$ cat config.mk
export PLATFORM = sky130hd
export DESIGN_NAME = m65_top
export DESIGN_NICKNAME = d
export VERILOG_FILES = /design/src/design/isa_pkg.sv /design/src/design/core_pkg.sv /design/src/design/alu_flags.sv /design/src/design/datapath.sv /design/src/design/sequencer.sv /design/src/design/m65_top.sv
export SDC_FILE = /design/constraint.sdc
export NUM_CORES = 1
export LEC_CHECK = 0
export BUFFER_PORTS_ARGS = -buffer_cell sky130_fd_sc_hd__clkbuf_2
export CAP_MARGIN = 20
export CORE_MARGIN = 5
export CORE_UTILIZATION = 30
export CTS_CLUSTER_SIZE = 12
export DETAILED_ROUTE_END_ITERATION = 16
export GPL_ROUTABILITY_DRIVEN = 0
export GPL_TIMING_DRIVEN = 0
export SYNTH_ARGS = -nofsm -noshare
export SYNTH_HDL_FRONTEND = slang
export SYNTH_SLANG_ARGS = --single-unit
$ cat constraint.sdc
create_clock -name fclk -period 8.4 [get_ports fclk]
set_input_delay 1.68 -clock fclk [delete_from_list [all_inputs] [get_ports fclk]]
set_output_delay 1.68 -clock fclk [all_outputs]
set_load 0.02 [all_outputs]
$ cat src/design/isa_pkg.sv
package isa_pkg;

    ////////////////////////////////////////////////////////////////////////////
    // Bus widths and fixed addresses
    ////////////////////////////////////////////////////////////////////////////

    // Address bus width
    localparam int ADDR_W = 16;
    // Data bus width
    localparam int DATA_W = 8;

    // Low byte of reset vector, high byte follows
    localparam logic [ADDR_W-1:0] RESET_VECTOR = 16'hFFFC;

    ////////////////////////////////////////////////////////////////////////////
    // Opcodes of the supported subset
    ////////////////////////////////////////////////////////////////////////////

    // Standard 6502 encodings
    typedef enum logic [7:0] {
        // Immediate operand
        LDA_IMM = 8'hA9,
        ADC_IMM = 8'h69,
        AND_IMM = 8'h29,
        // Implied
        TAX     = 8'hAA,
        INX     = 8'hE8,
        CLC     = 8'h18,
        SEC     = 8'h38,
        NOP     = 8'hEA,
        // Absolute address
        STA_ABS = 8'h8D,
        STX_ABS = 8'h8E,
        JMP_ABS = 8'h4C,
        // Relative branch
        BNE     = 8'hD0
    } opcode_e;

    ////////////////////////////////////////////////////////////////////////////
    // ALU operations
    ////////////////////////////////////////////////////////////////////////////

    typedef enum logic [2:0] {
        PASS,   // Result is operand b
        ADD_C,  // a + b + carry
        AND,    // a & b
        INC,    // a + 1
        SET_C,  // Carry only
        CLR_C   // Carry only
    } alu_op_e;

endpackage

$ cat src/design/core_pkg.sv
package core_pkg;

    // Cycle states of the sequencer
    typedef enum logic [2:0] {
        VEC_LO,
        VEC_HI,
        FETCH,
        OPERAND,
        ADDR_HI,
        WRITE,
        IDLE
    } cpu_state_e;

    // Bus address source
    typedef enum logic [1:0] {
        PC,
        VECTOR_LO,
        VECTOR_HI,
        ABS
    } addr_sel_e;

    // Per-cycle control word, sequencer to datapath
    typedef struct packed {
        addr_sel_e        addr_sel;
        logic             pc_inc;
        logic             pc_load_vec_lo;
        logic             pc_load_vec_hi;
        logic             pc_jump;
        logic             pc_branch;
        logic             latch_lo;
        logic             a_load;
        logic             x_load;
        logic             x_from_a;
        isa_pkg::alu_op_e alu_op;
        logic             write_en;
        logic             write_x;
    } ctrl_t;

    // One bus access per cycle
    typedef struct packed {
        logic [isa_pkg::ADDR_W-1:0] addr;
        logic                       rwb;
        logic [isa_pkg::DATA_W-1:0] wdata;
    } mem_req_t;

    // Quiet control word, read at PC with nothing loaded
    localparam ctrl_t CTRL_NONE = '{addr_sel: PC, alu_op: isa_pkg::PASS, default: 1'b0};

endpackage

$ cat src/design/alu_flags.sv
`timescale 1ns/1ns

module alu_flags (
    input  logic                       fclk,
    input  logic                       reset,
    input  isa_pkg::alu_op_e           op,
    input  logic [isa_pkg::DATA_W-1:0] a,
    input  logic [isa_pkg::DATA_W-1:0] b,
    input  logic                       update,
    output logic [isa_pkg::DATA_W-1:0] result,
    output logic                       zero
);

    import isa_pkg::*;

    logic              carry;
    // One extra bit for carry out
    logic [DATA_W:0]   sum;

    ////////////////////////////////////////////////////////////////////////////
    // Result
    ////////////////////////////////////////////////////////////////////////////

    assign sum = {1'b0, a} + {1'b0, b} + {{DATA_W{1'b0}}, carry};

    always_comb begin
        case (op)
            ADD_C:   result = sum[DATA_W-1:0];
            AND:     result = a & b;
            // Wraps at FF
            INC:     result = a + 8'd1;
            // PASS, and carry ops where result is unused
            default: result = b;
        endcase
    end

    ////////////////////////////////////////////////////////////////////////////
    // Carry and zero flags
    ////////////////////////////////////////////////////////////////////////////

    always_ff @(posedge fclk) begin
        if (reset) begin
            carry <= 1'b0;
            zero  <= 1'b0;
        end else if (update) begin
            case (op)
                SET_C: carry <= 1'b1;
                CLR_C: carry <= 1'b0;
                ADD_C: begin
                    carry <= sum[DATA_W];
                    zero  <= (result == '0);
                end
                // Loads, AND and INC leave carry alone
                default: zero <= (result == '0);
            endcase
        end
    end

    // Flags must never capture X from upstream
    assert property (@(posedge fclk) disable iff (reset) update |-> !$isunknown(result));

endmodule

$ cat src/design/datapath.sv
`timescale 1ns/1ns

module datapath (
    input  logic                       fclk,
    input  logic                       reset,
    input  logic [isa_pkg::DATA_W-1:0] rdata,
    input  core_pkg::ctrl_t            ctrl,
    output core_pkg::mem_req_t         mem,
    output logic                       zero
);

    import isa_pkg::*;
    import core_pkg::*;

    logic [ADDR_W-1:0] pc;
    logic [ADDR_W-1:0] pc_seq;
    logic [ADDR_W-1:0] branch_offset;
    // Operand bytes, newest in the high half
    logic [ADDR_W-1:0] abs_addr;
    logic [DATA_W-1:0] acc;
    logic [DATA_W-1:0] x;
    logic [DATA_W-1:0] alu_a;
    logic [DATA_W-1:0] alu_b;
    logic [DATA_W-1:0] alu_result;
    logic              flag_update;

    ////////////////////////////////////////////////////////////////////////////
    // Program counter
    ////////////////////////////////////////////////////////////////////////////

    assign pc_seq = pc + 16'd1;
    // Sign extend the branch byte
    assign branch_offset = {{(ADDR_W-DATA_W){rdata[DATA_W-1]}}, rdata};

    always_ff @(posedge fclk) begin
        if (reset) begin
            pc <= '0;
        end else if (ctrl.pc_load_vec_lo) begin
            pc[DATA_W-1:0] <= rdata;
        end else if (ctrl.pc_load_vec_hi) begin
            pc[ADDR_W-1:DATA_W] <= rdata;
        end else if (ctrl.pc_jump) begin
            // High byte on the bus, low byte latched one cycle earlier
            pc <= {rdata, abs_addr[ADDR_W-1:DATA_W]};
        end else if (ctrl.pc_branch) begin
            // Relative to the byte after the operand
            pc <= pc_seq + branch_offset;
        end else if (ctrl.pc_inc) begin
            pc <= pc_seq;
        end
    end

    // Absolute operand shifts in low then high
    always_ff @(posedge fclk) begin
        if (ctrl.latch_lo) begin
            abs_addr <= {rdata, abs_addr[ADDR_W-1:DATA_W]};
        end
    end

    ////////////////////////////////////////////////////////////////////////////
    // A, X and ALU
    ////////////////////////////////////////////////////////////////////////////

    // X ops work on X, everything else on A
    assign alu_a = ctrl.x_load ? x : acc;
    // TAX passes A, immediates take the bus byte
    assign alu_b = ctrl.x_from_a ? acc : rdata;

    assign flag_update = ctrl.a_load || ctrl.x_load ||
                         ctrl.alu_op == SET_C || ctrl.alu_op == CLR_C;

    alu_flags alu_flags_i (
        .fclk   (fclk),
        .reset  (reset),
        .op     (ctrl.alu_op),
        .a      (alu_a),
        .b      (alu_b),
        .update (flag_update),
        .result (alu_result),
        .zero   (zero)
    );

    always_ff @(posedge fclk) begin
        if (reset) begin
            acc <= '0;
            x   <= '0;
        end else begin
            if (ctrl.a_load) begin
                acc <= alu_result;
            end
            if (ctrl.x_load) begin
                x <= alu_result;
            end
        end
    end

    ////////////////////////////////////////////////////////////////////////////
    // Memory request
    ////////////////////////////////////////////////////////////////////////////

    always_comb begin
        case (ctrl.addr_sel)
            VECTOR_LO: mem.addr = RESET_VECTOR;
            VECTOR_HI: mem.addr = RESET_VECTOR + 16'd1;
            ABS:       mem.addr = abs_addr;
            default:   mem.addr = pc;
        endcase
        mem.rwb   = !ctrl.write_en;
        // STX stores X, STA stores A
        mem.wdata = ctrl.write_x ? x : acc;
    end

    // Writes go only to the latched absolute address
    assert property (@(posedge fclk) disable iff (reset) !mem.rwb |-> ctrl.addr_sel == ABS);

endmodule

$ cat src/design/sequencer.sv
`timescale 1ns/1ns

module sequencer (
    input  logic                       fclk,
    input  logic                       reset,
    input  logic [isa_pkg::DATA_W-1:0] rdata,
    input  logic                       zero,
    output core_pkg::ctrl_t            ctrl,
    output logic                       sync
);

    import isa_pkg::*;
    import core_pkg::*;

    cpu_state_e state;
    cpu_state_e state_next;
    // Opcode of the running instruction
    opcode_e    ir;

    // Opcodes that read at least one byte after the opcode
    function automatic logic needs_operand(input opcode_e op);
        case (op)
            LDA_IMM, ADC_IMM, AND_IMM, BNE, JMP_ABS, STA_ABS, STX_ABS: return 1'b1;
            default: return 1'b0;
        endcase
    endfunction

    ////////////////////////////////////////////////////////////////////////////
    // State and instruction register
    ////////////////////////////////////////////////////////////////////////////

    always_ff @(posedge fclk) begin
        if (reset) begin
            state <= VEC_LO;
        end else begin
            state <= state_next;
        end
    end

    // Opcode sits on rdata during FETCH
    always_ff @(posedge fclk) begin
        if (state == FETCH) begin
            ir <= opcode_e'(rdata);
        end
    end

    assign sync = (state == FETCH);

    ////////////////////////////////////////////////////////////////////////////
    // Next state
    ////////////////////////////////////////////////////////////////////////////

    always_comb begin
        case (state)
            VEC_LO:  state_next = VEC_HI;
            VEC_HI:  state_next = FETCH;
            // Decode straight off the bus, ir not loaded yet
            FETCH:   state_next = needs_operand(opcode_e'(rdata)) ? OPERAND : IDLE;
            OPERAND: begin
                if (ir == JMP_ABS || ir == STA_ABS || ir == STX_ABS) begin
                    state_next = ADDR_HI;
                end else begin
                    state_next = FETCH;
                end
            end
            ADDR_HI: state_next = (ir == JMP_ABS) ? FETCH : WRITE;
            default: state_next = FETCH;
        endcase
    end

    ////////////////////////////////////////////////////////////////////////////
    // Control decode
    ////////////////////////////////////////////////////////////////////////////

    always_comb begin
        ctrl = CTRL_NONE;
        case (state)
            VEC_LO: begin
                ctrl.addr_sel       = VECTOR_LO;
                ctrl.pc_load_vec_lo = 1'b1;
            end
            VEC_HI: begin
                ctrl.addr_sel       = VECTOR_HI;
                ctrl.pc_load_vec_hi = 1'b1;
            end
            FETCH: begin
                ctrl.pc_inc = 1'b1;
            end
            OPERAND: begin
                ctrl.pc_inc = 1'b1;
                case (ir)
                    LDA_IMM: begin
                        ctrl.a_load = 1'b1;
                        ctrl.alu_op = PASS;
                    end
                    ADC_IMM: begin
                        ctrl.a_load = 1'b1;
                        ctrl.alu_op = ADD_C;
                    end
                    AND_IMM: begin
                        ctrl.a_load = 1'b1;
                        ctrl.alu_op = AND;
                    end
                    // Only test of the zero flag
                    BNE: ctrl.pc_branch = !zero;
                    default: ctrl.latch_lo = 1'b1;
                endcase
            end
            ADDR_HI: begin
                ctrl.latch_lo = 1'b1;
                if (ir == JMP_ABS) begin
                    ctrl.pc_jump = 1'b1;
                end else begin
                    ctrl.pc_inc = 1'b1;
                end
            end
            WRITE: begin
                ctrl.addr_sel = ABS;
                ctrl.write_en = 1'b1;
                ctrl.write_x  = (ir == STX_ABS);
            end
            default: begin
                // IDLE re-reads PC, implied ops act here
                case (ir)
                    TAX: begin
                        ctrl.x_load   = 1'b1;
                        ctrl.x_from_a = 1'b1;
                    end
                    INX: begin
                        ctrl.x_load = 1'b1;
                        ctrl.alu_op = INC;
                    end
                    CLC: ctrl.alu_op = CLR_C;
                    SEC: ctrl.alu_op = SET_C;
                    default: ctrl.alu_op = PASS;
                endcase
            end
        endcase
    end

    // Stores are single cycle, always followed by a fetch
    assert property (@(posedge fclk) disable iff (reset) ctrl.write_en |=> !ctrl.write_en);

    // Two vector reads before the first opcode
    assert property (@(posedge fclk)
        $fell(reset) |-> state == VEC_LO ##1 state == VEC_HI ##1 state == FETCH);

endmodule

$ cat src/design/m65_top.sv
`timescale 1ns/1ns

module m65_top (
    input  logic                       fclk,
    input  logic                       reset,
    input  logic [isa_pkg::DATA_W-1:0] rdata,
    output core_pkg::mem_req_t         mem,
    output logic                       sync
);

    import core_pkg::*;

    ////////////////////////////////////////////////////////////////////////////
    // Internal connections
    ////////////////////////////////////////////////////////////////////////////

    // Control word, valid in the same cycle
    ctrl_t ctrl;
    // Zero flag back to the branch decision
    logic  zero;

    ////////////////////////////////////////////////////////////////////////////
    // Instruction sequencing
    ////////////////////////////////////////////////////////////////////////////

    sequencer sequencer_i (
        .fclk  (fclk),
        .reset (reset),
        .rdata (rdata),
        .zero  (zero),
        .ctrl  (ctrl),
        .sync  (sync)
    );

    ////////////////////////////////////////////////////////////////////////////
    // Registers, ALU and bus drive
    ////////////////////////////////////////////////////////////////////////////

    datapath datapath_i (
        .fclk  (fclk),
        .reset (reset),
        .rdata (rdata),
        .ctrl  (ctrl),
        .mem   (mem),
        .zero  (zero)
    );

endmodule

==> results of run 1 <==
[Yosys cell counts (all sizes together), types with 3 or more instances]
cell / instances / area [sq um]
a2111oi: 3 / 33.8
a211oi: 35 / 273
a21o: 9 / 67.6
a21oi: 32 / 168
a221oi: 3 / 38.8
a22oi: 7 / 57.6
a311oi: 4 / 35.0
a31oi: 7 / 50.1
a41oi: 3 / 26.3
and2: 4 / 25.0
and3: 4 / 30.0
and4: 5 / 43.8
and4bb: 3 / 37.5
buf: 12 / 75.1
clkbuf: 24 / 90.1
dfxtp: 37 / 741
edfxtp: 24 / 721
ha: 24 / 300
inv: 15 / 56.3
mux2: 15 / 176
mux2i: 12 / 120
nand2: 49 / 184
nand2b: 9 / 56.3
nand3: 12 / 60.1
nand3b: 7 / 52.6
nand4: 11 / 75.1
nor2: 60 / 225
nor3: 20 / 105
nor4b: 4 / 41.3
o211ai: 10 / 75.1
o21a: 3 / 22.5
o21ai: 23 / 115
o21bai: 7 / 52.6
o22a: 14 / 123
or2: 4 / 25.0
or3: 5 / 36.3
xnor2: 27 / 236
xor2: 17 / 156
[through the flow]
step | hold slack, ns | instance area, sq um
detailed placement | 0.496 | 5600
global route | 0.522 | 5880
global placement | 0.498 | 5600
finish | 0.509 | 5880
floorplan | 0.451 | 5150
CTS | 0.510 | 5870
[power groups by stage]
stage	Clock [W]	Sequential [W]	Combinational, W
CTS	0.000351	0.000352	0.000265
global placement	0	0.000358	0.000262
finish	0.000345	0.000352	0.000266
global route	0.000363	0.000355	0.000294
detailed placement	0	0.000358	0.000263
floorplan	0	0.000349	0.000198
[layout make-up]
cell class	count	area, sq um	area share (%)
multi-input combinational	487	3460	59.0
sequential	61	1460	24.9
tap	220	275	4.68
clock buffer	10	229	3.90
timing repair buffer	37	185	3.15
buffer	36	165	2.81
inverter	15	56.3	0.958
clock inverter	6	38.8	0.660
[layer usage]
metal,up-vias,part of all wire (%),GRT usage [%]
li1,2369,-,-
met1,2308,49,23.0
met2,146,43,24.7
met3,30,5.9,4.13
met4,0,2.3,5.20
met5,-,0,0
[final timing paths]
| kind | from | endpoint | slack, ns | cells after the start |
|---|---|---|---|---|
| hold / removal | datapath_i.abs_addr[8] | datapath_i.abs_addr[0] | 0.51 | 0 |
| setup reg to reg | sequencer_i.ir[0] | datapath_i.alu_flags_i.zero | 3.85 | 19 |
| setup / recovery | rdata[0] | datapath_i.alu_flags_i.zero | 3.58 | 17 |
| hold reg to reg | datapath_i.abs_addr[8] | datapath_i.abs_addr[0] | 0.51 | 0 |
[cell usage in the layout (no fill, tap or decap), types with 15 or more instances in the layout]
cell type and n:
nor3_1 19, dfxtp_1 37, clkbuf_2 35, a21oi_1 30, ha_1 24, clkbuf_1 25, a211oi_1 33, xor2_1 16
xnor2_1 27, nor2_1 60, nand2_1 49, edfxtp_1 24, inv_1 15
[registers in the layout (all words and copies together) (netlist names)]
register                      count
datapath_i.abs_addr              16
datapath_i.acc                    8
datapath_i.alu_flags_i.carry      1
datapath_i.pc                    16
datapath_i.alu_flags_i.zero       1
sequencer_i.ir                    8
datapath_i.x                      8
sequencer_i.state                 3
[logic make-up after synthesis]
family | Yosys count | share of synthesized area, %
buffers and inverters | 51 | 4.30
DFF | 61 | 28.4
xor gates and xnor gates | 44 | 7.63
AOI/OAI and AO/OA | 181 | 25.9
and+or+nand+nor | 209 | 21.4
adders and majority gates | 26 | 6.61
muxes | 27 | 5.76
==> flow_summary.yaml, run 1 <==
synth:
  syn-mean-instance-area_sq_um: 8.59
  synth-seq-cells: 61
  synth_nets: 635
  netlist_area_sq_um: 5150
  syn_inst: 599
  yosysWarnings: 0
  synth.distinct_cells: 85
  ys.flop_type: "dfxtp_1"
  synth_edf_count: 24
  seq_area_frac_synth_pct: 28.4
  synthArstFlopShare_pct: 0
setup_path:
  endpoint_kind: "flop"
  cpLargestDelayFamily: "compound AO/OA/AOI/OAI gates"
  crit_path_start_kind: "primary input"
  max_stage_delay_ns: 0.51
  worstPathArrival_ns: 5.10
  crit_type: "primary input to flop"
  crit_buf_inv: 2
  worst_path_max_delay_cell: "clkbuf_1"
  crit_path_cell_trace: "clkbuf_2 > clkbuf_1 > nor2_1 > a21oi_1 > o32ai_1 > a21oi_1 > ha_1 > nor2_1 > fa_1 > nand2b_1 > a21oi_1 > a21o_1 > a21oi_1 > xnor2_1 > a221oi_2 > nand4_1 > o21ai_1"
  crit_top_cell: "a21oi_1"
  crit_fanout: 10
  required_ns: 8.68
cts:
  cts_max_path_buffers: 2
  path_clk_slew_ns: 0.06
  cts_hold_buf: 0
  cts-root-buf: "clkbuf_16"
  clk_latency_ns: 0.35
  cts.sinks: 61
  cts-resized-gates: 0
  cts_setup_buffers: 0
  cts_tree: "yes"
  htreeDepth: 3
  numCtsBuffers: 9
run:
  drv_cap: 0
finish:
  fin_nets: 683
  stdcell_count: 872
  area_growth_pct: 14.1
  drive_above_1_share_pct: 14.7
  antenna_cells: 0
  final_core_util_pct: 35.2
  fillers: 1767
die:
  num_rows: 47
  die_y_microns: 141
  core-area_sq_um: 16700
  start_util_pct: 30.8
  io_pins: 36
  design.die.area_sq_um: 19900
  die_width_microns: 141
global_route:
  globalRouteOverflowTotal: 0
  grt_max_degree: 17
  antenna_found_initial: 0
  grt.total_usage_pct: 16.4
  grt_pass1_wl_mm: 25.6
  grt_pass1_vias: 4472
sta:
  final_hold_viol_count: 0
  setup_viol: 0
  finalSetupTns_ns: 0
  tightest_slew_ns: 1.06
  fmax_mhz: 207
  rsz0062_at_grt: "no"
  slew_viol_final: 0
  skew_ns: 0.00683
  maxSlewHeadroom_pct: 28.9
  period_share_pct: 57.4
  period_minus_slack_ns: 4.82
  finalWorstSetupSlack_ns: 3.58
route:
  drc: 0
  first_pass_iters: 5
  num_vias: 4853
  drtIter0Drc: 385
  finalWirelength_mm: 16.2
  route.antenna.remaining_nets: 0
  viasPerCell: 5.57
  drt-wirelength-per-cell_microns: 18.5
power:
  power_w: 0.000964
  combPwrFrac_pct: 27.6
  p_seq_share_pct: 36.6
  p_leak_nw: 2.15
  p_per_area_nw_per_um2: 164
  peakVddDrop_mv: 0.102
  clkPwrFrac_pct: 35.8
  p_sw_share_pct: 34.5
  switching_power_w: 0.000333
  intPower_w: 0.000631
outcome:
  status: "finished clean"
place:
  dp_hpwl_mm: 12.0
  post-place-ws_ns: 3.31
  dp.cells: 855
  numPortBuffers: 35
hold_path:
  hold_path.class: "flop to flop"
(Power assumes the default switching activity.)
==> inputs of run 2 (changes only) <==
--- a/config.mk
+++ b/config.mk
@@ -5,6 +5,7 @@
 export SDC_FILE = /design/constraint.sdc
 export NUM_CORES = 1
 export LEC_CHECK = 0
+export ABC_AREA = 1
 export BUFFER_PORTS_ARGS = -buffer_cell sky130_fd_sc_hd__clkbuf_2
 export CAP_MARGIN = 20
 export CORE_MARGIN = 5
==> constraint.sdc (replaced) <==
create_clock -name fclk -period 4.5 [get_ports fclk]
set_input_delay 0.9 -clock fclk [delete_from_list [all_inputs] [get_ports fclk]]
set_output_delay 0.9 -clock fclk [all_outputs]
set_load 0.02 [all_outputs]
==> run 2 against run 1 <==
Against the previous run: register-to-register slack got worse by 3.2 ns; cell count increased by 21%; critical path depth decreased by 9; critical path type is now flop to primary output; critical endpoint is now mem[1]; largest power group is now combinational cells.
==> flow_summary.yaml, run 2 <==
outcome:
  status: "finished clean"
cts:
  htreeDepth: 3
  cts_tree: "yes"
  clk_latency_ns: 0.34
  cts_max_path_buffers: 2
  cts.sinks: 61
  cts_setup_buffers: 0
  cts-root-buf: "clkbuf_16"
  path_clk_slew_ns: 0.06
  cts_hold_buf: 0
  numCtsBuffers: 9
  cts-resized-gates: 0
hold_path:
  hold_path_depth: 0
  hold_path.class: "flop to flop"
  min_to: "datapath_i.abs_addr[2]"
  worstHoldStart: "datapath_i.abs_addr[10]"
setup_path:
  r2r-start: "sequencer_i.ir[7]"
  crit_type: "flop to primary output"
  ff2ff_setup_slack_ns: 0.63
  endpoint_kind: "primary output"
  reg2regPathDepth: 25
  crit_fanout: 10
  required_ns: 3.60
  rr_endpoint: "datapath_i.alu_flags_i.zero"
  worstPathArrival_ns: 3.09
  crit_path_start_kind: "flop"
synth:
  syn-mean-instance-area_sq_um: 6.65
  synth_nets: 818
  syn_inst: 782
  yosys.area_share.adder_pct: 6.54
  yosys-top-cells-count: "157 x nand2_1, 123 x inv_1, 74 x nor2_1"
  synth.distinct_cells: 47
  muxShareOfSynthArea_pct: 0.433
  seq_area_frac_synth_pct: 28.1
  synthArstFlopShare_pct: 0
  synth-seq-cells: 61
  synth_area_leaders: "dfxtp_1 14%, edfxtp_1 14%, nand2_1 11%, inv_1 8.9%, a21oi_1 6.8%"
  ys.flop_type: "dfxtp_1"
  yosysWarnings: 0
  yosys.area.top_type: "dfxtp_1"
  yosysMostFrequentCell: "nand2_1"
  synth_simple_gate_area_share_pct: 30.7
  synth_top_area_share_pct: 14.2
  synth_top_family_by_area: "simple AND/OR/NAND/NOR gates"
  synth_edf_count: 24
  netlist_area_sq_um: 5200
  synth_xor_area_share_pct: 2.36
  synth_compound_area_share_pct: 21.2
global_route:
  use_met3_pct: 2.86
  grt_pass1_vias: 5048
  met2_usage_pct: 27.2
  grt.total_usage_pct: 16.7
  globalRouteOverflowTotal: 0
  antenna_found_initial: 0
  grt_pass1_wl_mm: 26.6
  grt_max_degree: 18
  grt-busiest-layer: "met2"
  grt_util_met1_pct: 22.6
sta:
  finalSetupTns_ns: 0
  rsz0062_at_grt: "no"
  final_hold_viol_count: 0
  maxSlewHeadroom_pct: 50.9
  fmax_mhz: 251
  skew_ns: 0.0114
  slew_viol_final: 0
  period_share_pct: 88.7
  setup_viol: 0
  period_minus_slack_ns: 3.99
  tightest_slew_ns: 0.735
route:
  route.antenna.remaining_nets: 0
  viasPerCell: 5.03
  finalWirelength_mm: 16.2
  drtIter0Drc: 416
  drt-wirelength-per-cell_microns: 15.3
  num_vias: 5328
  drc: 0
  first_pass_iters: 5
finish:
  final_common_cell: "nand2_1"
  area_growth_pct: 15.1
  final_cell_mix: "157 x nand2_1, 123 x inv_1, 74 x nor2_1, 71 x a21oi_1, 62 x o21ai_0"
  seqCellArea_sq_um: 1460
  fin_nets: 865
  antenna_cells: 0
  fillers: 1907
  largestRegisters: "datapath_i.abs_addr x16, datapath_i.pc x16"
  multi_input_area_sq_um: 3190
  final_area_sq_um: 5990
  drive_above_1_share_pct: 12.0
place:
  dp_hpwl_mm: 12.8
  numPortBuffers: 34
  placedInstanceArea_sq_um: 5670
power:
  p_per_area_nw_per_um2: 386
  peakVddDrop_mv: 0.172
  power_w: 0.00231
  p_leak_nw: 2.82
die:
  die_width_microns: 142
  num_rows: 48
  start_util_pct: 30.3
  design.die.area_sq_um: 20100
  die_y_microns: 142
  io_pins: 36
  core-area_sq_um: 17200
run:
  drv_cap: 0
## run 2: changes by cell type after synthesis, moves of 13 or more
| cell | delta |
|---|---|
| nor3_1 | -13 |
| a21oi_1 | +41 |
| o22a_1 | -14 |
| o21ai_0 | +48 |
| xnor2_1 | -23 |
| nand3_1 | +40 |
| inv_1 | +108 |
| nor2_1 | +14 |
| nand2_1 | +108 |
| a211oi_1 | -29 |
## run 2: worst max-delay path by stage
stage | cells after the start | slack [ns] | startpoint | to
floorplan | 23 | 1.23 | sequencer_i.ir[4] | datapath_i.alu_flags_i.zero
global placement | 21 | 0.58 | rdata[0] | datapath_i.alu_flags_i.zero
detailed placement | 21 | 0.59 | rdata[0] | datapath_i.alu_flags_i.zero
CTS | 8 | 0.54 | sequencer_i.state[0] | mem[1]
global route | 24 | 0.27 | sequencer_i.ir[4] | datapath_i.alu_flags_i.zero
finish | 8 | 0.51 | sequencer_i.state[0] | mem[1]
## run 2: per-stage QoR
stage	setup WS (ns)	hold WS, ns	cells	util (%)
after global routing	0.270	0.461	1059	34.9
after global placement	0.580	0.433	1041	32.9
final	0.510	0.443	1059	34.9
after CTS	0.541	0.447	1059	34.9
after floorplan	1.23	0.426	782	-
after detailed placement	0.591	0.434	1043	33.0
## run 2: cells by family (layout without fill, tap and decap cells)
logic type	after synthesis	in the layout
fa+ha+maj	26	26
mux	2	2
buf+inv	145	197
compound gates	193	193
xor+xnor	14	14
flops	61	61
simple gates	341	341
## run 2: critical path, cell delays in order (launching register included)
cell      delay (ns)
dfxtp_1         0.41
inv_1           0.08
nor2_1          0.34
inv_1           0.07
nor2_1          0.57
nand2_1         0.35
clkbuf_1        0.31
o21ai_0         0.38
clkbuf_2        0.24
## run 2: cell type report
cell class	count	area share, %
Multi-Input combinational cell	576	53.3
Tap cell	225	4.70
Clock buffer	11	4.05
Inverter	130	8.15
Timing Repair Buffer	36	3.05
Clock inverter	5	1.23
Sequential cell	61	24.4
Buffer	15	1.11
## run 2: power by group
part / internal [W] / switching, W
Sequential: 0.000647 / 0.0000607
Combinational: 0.000274 / 0.000578
Clock: 0.000496 / 0.000255
## run 2: per-layer routing
metal  wire length, microns  vias up
li1                       -     2726
met1                   7540     2447
met2                   7640      139
met3                    758       16
met4                    256        0
met5                      0        -
